===== src/rtl/island_defs.svh =====
////////////////////////////////////////////////////////////////////////////
// Widths and address map of the security island shell.
// Windows are base inclusive and end exclusive.
// ISL_NUM_REQ must stay a power of two for the requester index type.
////////////////////////////////////////////////////////////////////////////

`ifndef ISL_DEFS_SVH
`define ISL_DEFS_SVH

// Bus widths
`define ISL_ADDR_W      32
`define ISL_DATA_W      32

// Requesters on the router and synchronizer depth
`define ISL_NUM_REQ     4
`define ISL_SYNC_STAGES 3

// Address windows
`define ISL_HOST_BASE   32'h0001_0000
`define ISL_HOST_END    32'hA000_0000
`define ISL_CLS_BASE    32'hA100_0000
`define ISL_CLS_END     32'hB000_0000

`endif


===== src/rtl/island_pkg.sv =====
////////////////////////////////////////////////////////////////////////////
// Vector types shared by the island RTL and its testbench.
// Widths come from the defines header.
////////////////////////////////////////////////////////////////////////////

`include "island_defs.svh"

package island_pkg;

   // Bus address and write data
   typedef logic [`ISL_ADDR_W-1:0] addr_t;
   typedef logic [`ISL_DATA_W-1:0] data_t;

   // One bit per requester
   typedef logic [`ISL_NUM_REQ-1:0] req_vec_t;

   // Requester number
   typedef logic [$clog2(`ISL_NUM_REQ)-1:0] req_idx_t;

endpackage


===== src/rtl/sync_chain.sv =====
////////////////////////////////////////////////////////////////////////////
// Reset-to-zero flop chain for a slow asynchronous level.
// STAGES must be at least 2. Pulses shorter than one clock may be lost.
////////////////////////////////////////////////////////////////////////////

`timescale 1ns/1ps

module sync_chain #(
   parameter int unsigned STAGES = 3
) (
   input  logic clk_i,
   input  logic rst_n_i,
   input  logic async_i,
   output logic sync_o
);

   logic [STAGES-1:0] chain_q;

   // First stage may go metastable, later stages settle it
   always_ff @(posedge clk_i or negedge rst_n_i) begin
      if (!rst_n_i) begin
         chain_q <= '0;
      end else begin
         chain_q <= {chain_q[STAGES-2:0], async_i};
      end
   end

   assign sync_o = chain_q[STAGES-1];

endmodule


===== src/rtl/addr_decoder.sv =====
////////////////////////////////////////////////////////////////////////////
// Maps an address to the host window, the cluster window or a miss.
// Purely combinational. The gap between the windows is a miss.
////////////////////////////////////////////////////////////////////////////

`timescale 1ns/1ps

`include "island_defs.svh"

module addr_decoder
   import island_pkg::*;
(
   input  addr_t addr_i,
   output logic  hit_host_o,
   output logic  hit_cls_o,
   output logic  miss_o
);

   logic in_host;
   logic in_cls;

   // Base inclusive, end exclusive
   assign in_host = (addr_i >= addr_t'(`ISL_HOST_BASE)) &&
                    (addr_i <  addr_t'(`ISL_HOST_END));
   assign in_cls  = (addr_i >= addr_t'(`ISL_CLS_BASE)) &&
                    (addr_i <  addr_t'(`ISL_CLS_END));

   // Windows do not overlap, so at most one hit
   assign hit_host_o = in_host;
   assign hit_cls_o  = in_cls;
   assign miss_o     = !in_host && !in_cls;

endmodule


===== src/rtl/req_arbiter.sv =====
////////////////////////////////////////////////////////////////////////////
// Round-robin arbiter over the held requests.
// gnt_idx_o and gnt_valid_o are this cycle's pick, gnt_o is registered.
// The requester granted at the last edge is masked, its req is still up.
////////////////////////////////////////////////////////////////////////////

`timescale 1ns/1ps

`include "island_defs.svh"

module req_arbiter
   import island_pkg::*;
(
   input  logic     clk_i,
   input  logic     rst_n_i,
   input  req_vec_t req_i,
   output req_vec_t gnt_o,
   output req_idx_t gnt_idx_o,
   output logic     gnt_valid_o
);

   req_idx_t last_q;
   req_vec_t gnt_q;
   req_vec_t eligible;
   req_idx_t pick_idx;
   logic     pick_valid;

   assign eligible = req_i & ~gnt_q;

   // First eligible requester counting upward after the last winner
   always_comb begin
      req_idx_t cand;
      pick_idx   = last_q;
      pick_valid = 1'b0;
      for (int i = 1; i <= `ISL_NUM_REQ; i++) begin
         cand = req_idx_t'((int'(last_q) + i) % `ISL_NUM_REQ);
         if (!pick_valid && eligible[cand]) begin
            pick_idx   = cand;
            pick_valid = 1'b1;
         end
      end
   end

   // Last winner resets to the top so the search starts at 0
   always_ff @(posedge clk_i or negedge rst_n_i) begin
      if (!rst_n_i) begin
         last_q <= req_idx_t'(`ISL_NUM_REQ - 1);
         gnt_q  <= '0;
      end else begin
         gnt_q <= '0;
         if (pick_valid) begin
            last_q <= pick_idx;
            gnt_q  <= req_vec_t'(1) << pick_idx;
         end
      end
   end

   assign gnt_o       = gnt_q;
   assign gnt_idx_o   = pick_idx;
   assign gnt_valid_o = pick_valid;

endmodule


===== src/rtl/xbar_router.sv =====
////////////////////////////////////////////////////////////////////////////
// Four requesters onto the host and cluster targets.
// Targets always accept, there is no response path.
// Strobes and payload are registered and line up with gnt_o.
////////////////////////////////////////////////////////////////////////////

`timescale 1ns/1ps

`include "island_defs.svh"

module xbar_router
   import island_pkg::*;
(
   input  logic                      clk_i,
   input  logic                      rst_n_i,
   input  req_vec_t                  req_i,
   input  addr_t [`ISL_NUM_REQ-1:0]  addr_i,
   input  data_t [`ISL_NUM_REQ-1:0]  wdata_i,
   output req_vec_t                  gnt_o,
   output logic                      host_req_o,
   output logic                      cls_req_o,
   output logic                      dec_err_o,
   output addr_t                     out_addr_o,
   output data_t                     out_wdata_o,
   output req_idx_t                  out_src_o
);

   req_idx_t pick_idx;
   logic     pick_valid;
   addr_t    pick_addr;
   data_t    pick_wdata;
   logic     hit_host;
   logic     hit_cls;
   logic     miss;

   req_arbiter u_arbiter (
      .clk_i       ( clk_i      ),
      .rst_n_i     ( rst_n_i    ),
      .req_i       ( req_i      ),
      .gnt_o       ( gnt_o      ),
      .gnt_idx_o   ( pick_idx   ),
      .gnt_valid_o ( pick_valid )
   );

   // Winner's request, selected before the grant edge
   assign pick_addr  = addr_i[pick_idx];
   assign pick_wdata = wdata_i[pick_idx];

   addr_decoder u_decoder (
      .addr_i     ( pick_addr ),
      .hit_host_o ( hit_host  ),
      .hit_cls_o  ( hit_cls   ),
      .miss_o     ( miss      )
   );

   ////////////////////////////////////////////////////////////////////////
   // Output registers
   ////////////////////////////////////////////////////////////////////////

   always_ff @(posedge clk_i or negedge rst_n_i) begin
      if (!rst_n_i) begin
         host_req_o <= 1'b0;
         cls_req_o  <= 1'b0;
         dec_err_o  <= 1'b0;
      end else begin
         host_req_o <= pick_valid & hit_host;
         cls_req_o  <= pick_valid & hit_cls;
         dec_err_o  <= pick_valid & miss;
      end
   end

   always_ff @(posedge clk_i) begin
      if (pick_valid) begin
         out_addr_o  <= pick_addr;
         out_wdata_o <= pick_wdata;
         out_src_o   <= pick_idx;
      end
   end

endmodule


===== src/rtl/security_island.sv =====
////////////////////////////////////////////////////////////////////////////
// Integration shell of the security island.
// Boot fetch enable and interrupt are brought in through synchronizers.
// Router strobes are single-cycle, targets never stall.
////////////////////////////////////////////////////////////////////////////

`timescale 1ns/1ps

`include "island_defs.svh"

module security_island
   import island_pkg::*;
(
   input  logic                      clk_i,
   input  logic                      rst_n_i,
   input  logic                      fetch_en_i,
   input  logic                      irq_i,
   output logic                      fetch_en_sync_o,
   output logic                      irq_sync_o,
   // Requester side
   input  req_vec_t                  req_i,
   input  addr_t [`ISL_NUM_REQ-1:0]  addr_i,
   input  data_t [`ISL_NUM_REQ-1:0]  wdata_i,
   output req_vec_t                  gnt_o,
   // Target side
   output logic                      host_req_o,
   output logic                      cls_req_o,
   output logic                      dec_err_o,
   output addr_t                     out_addr_o,
   output data_t                     out_wdata_o,
   output req_idx_t                  out_src_o
);

   ////////////////////////////////////////////////////////////////////////
   // Synchronizers
   ////////////////////////////////////////////////////////////////////////

   sync_chain #(
      .STAGES ( `ISL_SYNC_STAGES )
   ) u_fetch_en_sync (
      .clk_i   ( clk_i           ),
      .rst_n_i ( rst_n_i         ),
      .async_i ( fetch_en_i      ),
      .sync_o  ( fetch_en_sync_o )
   );

   sync_chain #(
      .STAGES ( `ISL_SYNC_STAGES )
   ) u_irq_sync (
      .clk_i   ( clk_i      ),
      .rst_n_i ( rst_n_i    ),
      .async_i ( irq_i      ),
      .sync_o  ( irq_sync_o )
   );

   ////////////////////////////////////////////////////////////////////////
   // Router
   ////////////////////////////////////////////////////////////////////////

   xbar_router u_router (
      .clk_i       ( clk_i       ),
      .rst_n_i     ( rst_n_i     ),
      .req_i       ( req_i       ),
      .addr_i      ( addr_i      ),
      .wdata_i     ( wdata_i     ),
      .gnt_o       ( gnt_o       ),
      .host_req_o  ( host_req_o  ),
      .cls_req_o   ( cls_req_o   ),
      .dec_err_o   ( dec_err_o   ),
      .out_addr_o  ( out_addr_o  ),
      .out_wdata_o ( out_wdata_o ),
      .out_src_o   ( out_src_o   )
   );

endmodule


===== config.mk =====
export PLATFORM = sky130hd
export DESIGN_NAME = security_island
export DESIGN_NICKNAME = d
export VERILOG_FILES = /design/src/rtl/island_pkg.sv /design/src/rtl/sync_chain.sv /design/src/rtl/addr_decoder.sv /design/src/rtl/req_arbiter.sv /design/src/rtl/xbar_router.sv /design/src/rtl/security_island.sv
export VERILOG_INCLUDE_DIRS = /design/src /design/src/rtl
export SDC_FILE = /design/constraint.sdc
export NUM_CORES = 1
export LEC_CHECK = 0
export ABC_AREA = 0
export CORE_AREA = 4 4 131 133
export CTS_CLUSTER_SIZE = 8
export DETAILED_ROUTE_END_ITERATION = 7
export DIE_AREA = 0 0 135 137
export DONT_BUFFER_PORTS = 1
export RECOVER_POWER = 25
export SETUP_SLACK_MARGIN = 0.05
export SLEW_MARGIN = 0
export SYNTH_ARGS = -nofsm -noshare
export SYNTH_HDL_FRONTEND = slang
export SYNTH_SLANG_ARGS = --single-unit
export TNS_END_PERCENT = 50

===== constraint.sdc =====
create_clock -name clk_i -period 5.9 [get_ports clk_i]
set_input_delay 0.885 -clock clk_i [delete_from_list [all_inputs] [get_ports clk_i]]
set_output_delay 0.885 -clock clk_i [all_outputs]
set_load 0.02 [all_outputs]

==> run summary <==
Clock tree synthesis selected as its root buffer the cell sky130_fd_sc_hd__clkbuf_16. Before CTS, the worst setup slack after placement is 2.270 ns. The maximum clock frequency is 0.2713 GHz.

In this run, the number of DRC markers left after iteration 0 of detailed routing was 104. The number of input and output port buffers inserted is 0. Once the floorplan was initialized, standard cells occupied 30.16% of the core. In the global route stage, overall resource usage came out at 13.00%.

The post-synthesis to final-layout area growth came out at 9.515%. The endpoint required time on the critical path is 5.94 ns. Measured on the finished design, the core utilization comes to 33.03%.

The average cell area after synthesis is 11.56 µm². The worst hold path belongs to the class primary input to asynchronous set/reset pin. Sorting the synthesized cells by area gives the leading types as sky130_fd_sc_hd__edfxtp_1, sky130_fd_sc_hd__mux2i_1, sky130_fd_sc_hd__a211oi_1. Ranked by instance count, the synthesized netlist is headed by sky130_fd_sc_hd__mux2i_1, sky130_fd_sc_hd__edfxtp_1, sky130_fd_sc_hd__a21oi_1.

The via count is 3,252. The setup violation total in the final timing report came out at 0. The internal power of the cells totals 0.002031 W. The period utilization is 62.46%. In the synthesized netlist, the number of instances is 413. The placement row count is 46. The via count of the first global-routing pass came out at 3,295.

STA classifies the critical path startpoint as a flop. The post-CTS setup buffer count came out at 0. Before antenna repair, the detailed router went through 4 iterations. At the pin with the least slew margin, the transition time is 1.209 ns.

Pin placement for this block handled 339 I/O pins. The number of different library cells used by synthesis comes to 37. The post-detailed-placement cell area came out at 0.004907 mm².

The number of clock sinks seen by CTS came out at 81. In the final routed layout, each cell accounts on average for 21.47 µm. The latest clock arrival within the worst-skew pair came out at 0.34 ns. For this design the static power due to leakage is 1.939 nW. The portion of synthesized cell area occupied by the leading cell type is 41.52%. The share of power burned in registers came out at 41.7%. The worst-case headroom to the max-slew limit is 19.39%. The detail route stage leaves a number of antenna-violating nets equal to 0. The biggest area consumer among synthesized cells is sky130_fd_sc_hd__edfxtp_1. The net count of the mapped netlist came out at 677. Counting tap cells, the placed design contains a total of 601 instances. The overall routed net length came out at 13,250 µm. The number of antenna cells inserted came out at 0. The final cell count without fillers came out at 617. Entering global routing, the biggest net connects 78 pins. The post-route minimum period came out at 3.685 ns. The maximum count of clock buffers along a single path is 2.

The HPWL after detailed placement is 10,550 µm. The minimum setup slack in the final design is 2.215 ns. The number of fill cells is 1,591.

The max-capacitance violation count came out at 0. In this run the worst path has a maximum fanout of 73. The overflow left after global routing is 0.

The primary flip-flop cell chosen by synthesis mapping is sky130_fd_sc_hd__edfxtp_1. The maximum VDD drop is 0.2554 mV. At the worst endpoint, the arrival time is 3.72 ns. The H-tree depth came out at 3. The area of the core is 0.01583 mm². The die is 137 µm tall. The die area is 0.01850 mm². The share of total power dissipated in the clock network is 15.9%. The ratio of total power to cell area came out at 711.3 mW/mm². The hold violation total from the final report is 0. The fraction of layout instances using a drive strength above 1 is 7.980%. TritonCTS built the clock tree.

After the last flow step, the layout net total stands at 660. By instance count, the leading cell after synthesis is sky130_fd_sc_hd__mux2i_1. The number of enable flip-flop cells after synthesis came out at 66. The number of buffers created by CTS came out at 9.

The hold buffer count at cts is 0. The Yosys warning count came out at 0. For this design the total switching power over the nets is 0.001687 W. The first-pass GRT wire length came out at 18,240 µm. The quantity of gates resized following cts came out at 0. The setup total negative slack came out at 0 ns. The kind of capture point of the worst setup path is a flop. The cell area after layout is 0.005228 mm². The fraction of power spent switching nets came out at 45.37%.

The x dimension of the die is 135 µm. After detailed routing, the number of remaining DRC violations is 0. The final weighted congestion in routability-driven placement came out at 0.7465. The cell area after synthesis came out at 0.004773 mm². The initial antenna violation count came to 0.

The worst setup path is of the flop to flop kind. The number of pins with negative max-slew slack in the final report is 0. The number of storage elements in the synthesis netlist came out at 81.

The fraction of synthesis flops using an asynchronous set or reset pin came out at 18.52%. The sequential element share of the synthesized area came out at 49.44%. The final setup skew is 0.009296 ns. The clock slew at the register clock pins of the worst setup and hold paths is 0.07 ns.

In this run, the combinational gates consume 42.4% of the power. Setup repair after global routing left no endpoint under its margin. In the routed layout, each cell is associated on average with a via count of 5.271. The run finished with clean final reports.
==> metrics by stage <==
stage / power (W) / hold WS [ns]
after global placement: 0.003098 / 0.3346
final: 0.003718 / 0.2318
after detailed placement: 0.003157 / 0.3356
after floorplan: 0.002895 / 0.3312
after CTS: 0.003765 / 0.2081
after global routing: 0.003979 / 0.2007
==> final timing paths <==
path	startpoint	to	slack, ns	cells after the start
min in group clk_i	u_fetch_en_sync.chain_q[1]$_DFF_PN0_	u_fetch_en_sync.chain_q[2]$_DFF_PN0_	0.35	0
worst min-delay path	rst_n_i	u_router.host_req_o$_DFF_PN0_	0.23	0
worst min register to register	u_fetch_en_sync.chain_q[1]$_DFF_PN0_	u_fetch_en_sync.chain_q[2]$_DFF_PN0_	0.35	0
worst max register to register	u_router.u_arbiter.gnt_o[2]$_DFF_PN0_	u_router.out_wdata_o[15]$_DFFE_PP_	2.21	8
worst max-delay path	u_router.u_arbiter.gnt_o[2]$_DFF_PN0_	u_router.out_wdata_o[15]$_DFFE_PP_	2.21	8
max in group asynchronous	rst_n_i	u_router.u_arbiter.last_q[0]$_DFFE_PN1P_	5.49	0
==> layer usage <==
layer | wire (µm) | track usage [%] | up-vias
met5 | 0 | 0 | -
met4 | 162 | 4.423 | 0
met3 | 1320 | 5.257 | 9
met2 | 6810 | 22.87 | 210
met1 | 4954 | 14.27 | 1480
li1 | - | - | 1553
==> cells by family after synthesis <==
kind of cell,count (synthesis),synth area share [%]
compound gates,120,16.33
buf+inv,40,4.744
simple gates,85,11.22
mux,87,18.27
flops,81,49.44
==> state kept, by name, summed over array words and instances (netlist names) <==
| name | count |
|---|---|
| u_fetch_en_sync.chain_q | 3 |
| u_irq_sync.chain_q | 3 |
| u_router.cls_req_o | 1 |
| u_router.dec_err_o | 1 |
| u_router.host_req_o | 1 |
| u_router.out_addr_o | 32 |
| u_router.out_src_o | 2 |
| u_router.out_wdata_o | 32 |
| u_router.u_arbiter.gnt_o | 4 |
| u_router.u_arbiter.last_q | 2 |
==> worst max-delay path, cell delays in order, from the launching register on <==
cell and delay [ns]:
sky130_fd_sc_hd__dfrtp_1 0.46, sky130_fd_sc_hd__nand2b_1 0.21, sky130_fd_sc_hd__o2bb2ai_1 0.16, sky130_fd_sc_hd__a211oi_4 0.27, sky130_fd_sc_hd__clkbuf_1 0.92, sky130_fd_sc_hd__buf_4 0.78
sky130_fd_sc_hd__nor2b_1 0.10, sky130_fd_sc_hd__a211oi_1 0.31, sky130_fd_sc_hd__a21oi_1 0.11
==> cells in the final DEF, fill, tap and decap left out, types with 3 or more instances in the layout <==
cell	instances
sky130_fd_sc_hd__nand2b_1	3
sky130_fd_sc_hd__a21oi_1	55
sky130_fd_sc_hd__buf_4	6
sky130_fd_sc_hd__clkbuf_16	11
sky130_fd_sc_hd__nor2b_1	54
sky130_fd_sc_hd__mux2i_1	86
sky130_fd_sc_hd__nor2_1	5
sky130_fd_sc_hd__nand2_1	3
sky130_fd_sc_hd__inv_1	3
sky130_fd_sc_hd__edfxtp_1	66
sky130_fd_sc_hd__nor4_1	6
sky130_fd_sc_hd__dfrtp_1	13
sky130_fd_sc_hd__a211oi_1	54
sky130_fd_sc_hd__nor3_1	4
==> layout make-up <==
type	instances	area, µm²	share of cell area (%)
clock buffers	11	275.3	5.266
repair buffers	7	48.80	0.9335
well taps	216	270.3	5.170
inverters	5	18.77	0.3590
multi-input cells	292	2206	42.20
clock inverters	5	48.80	0.9335
flip-flops and latches	81	2360	45.14
==> power groups by stage <==
stage          registers [W]  logic [W]  clock network (W)
6_report             0.00155    0.00158           0.000592
5_1_grt              0.00158    0.00176           0.000642
4_1_cts              0.00157    0.00158           0.000618
3_5_place_dp         0.00157    0.00159                  0
3_3_place_gp         0.00158    0.00152                  0
2_1_floorplan        0.00148    0.00141                  0
Power figures use the tool's default switching activity.
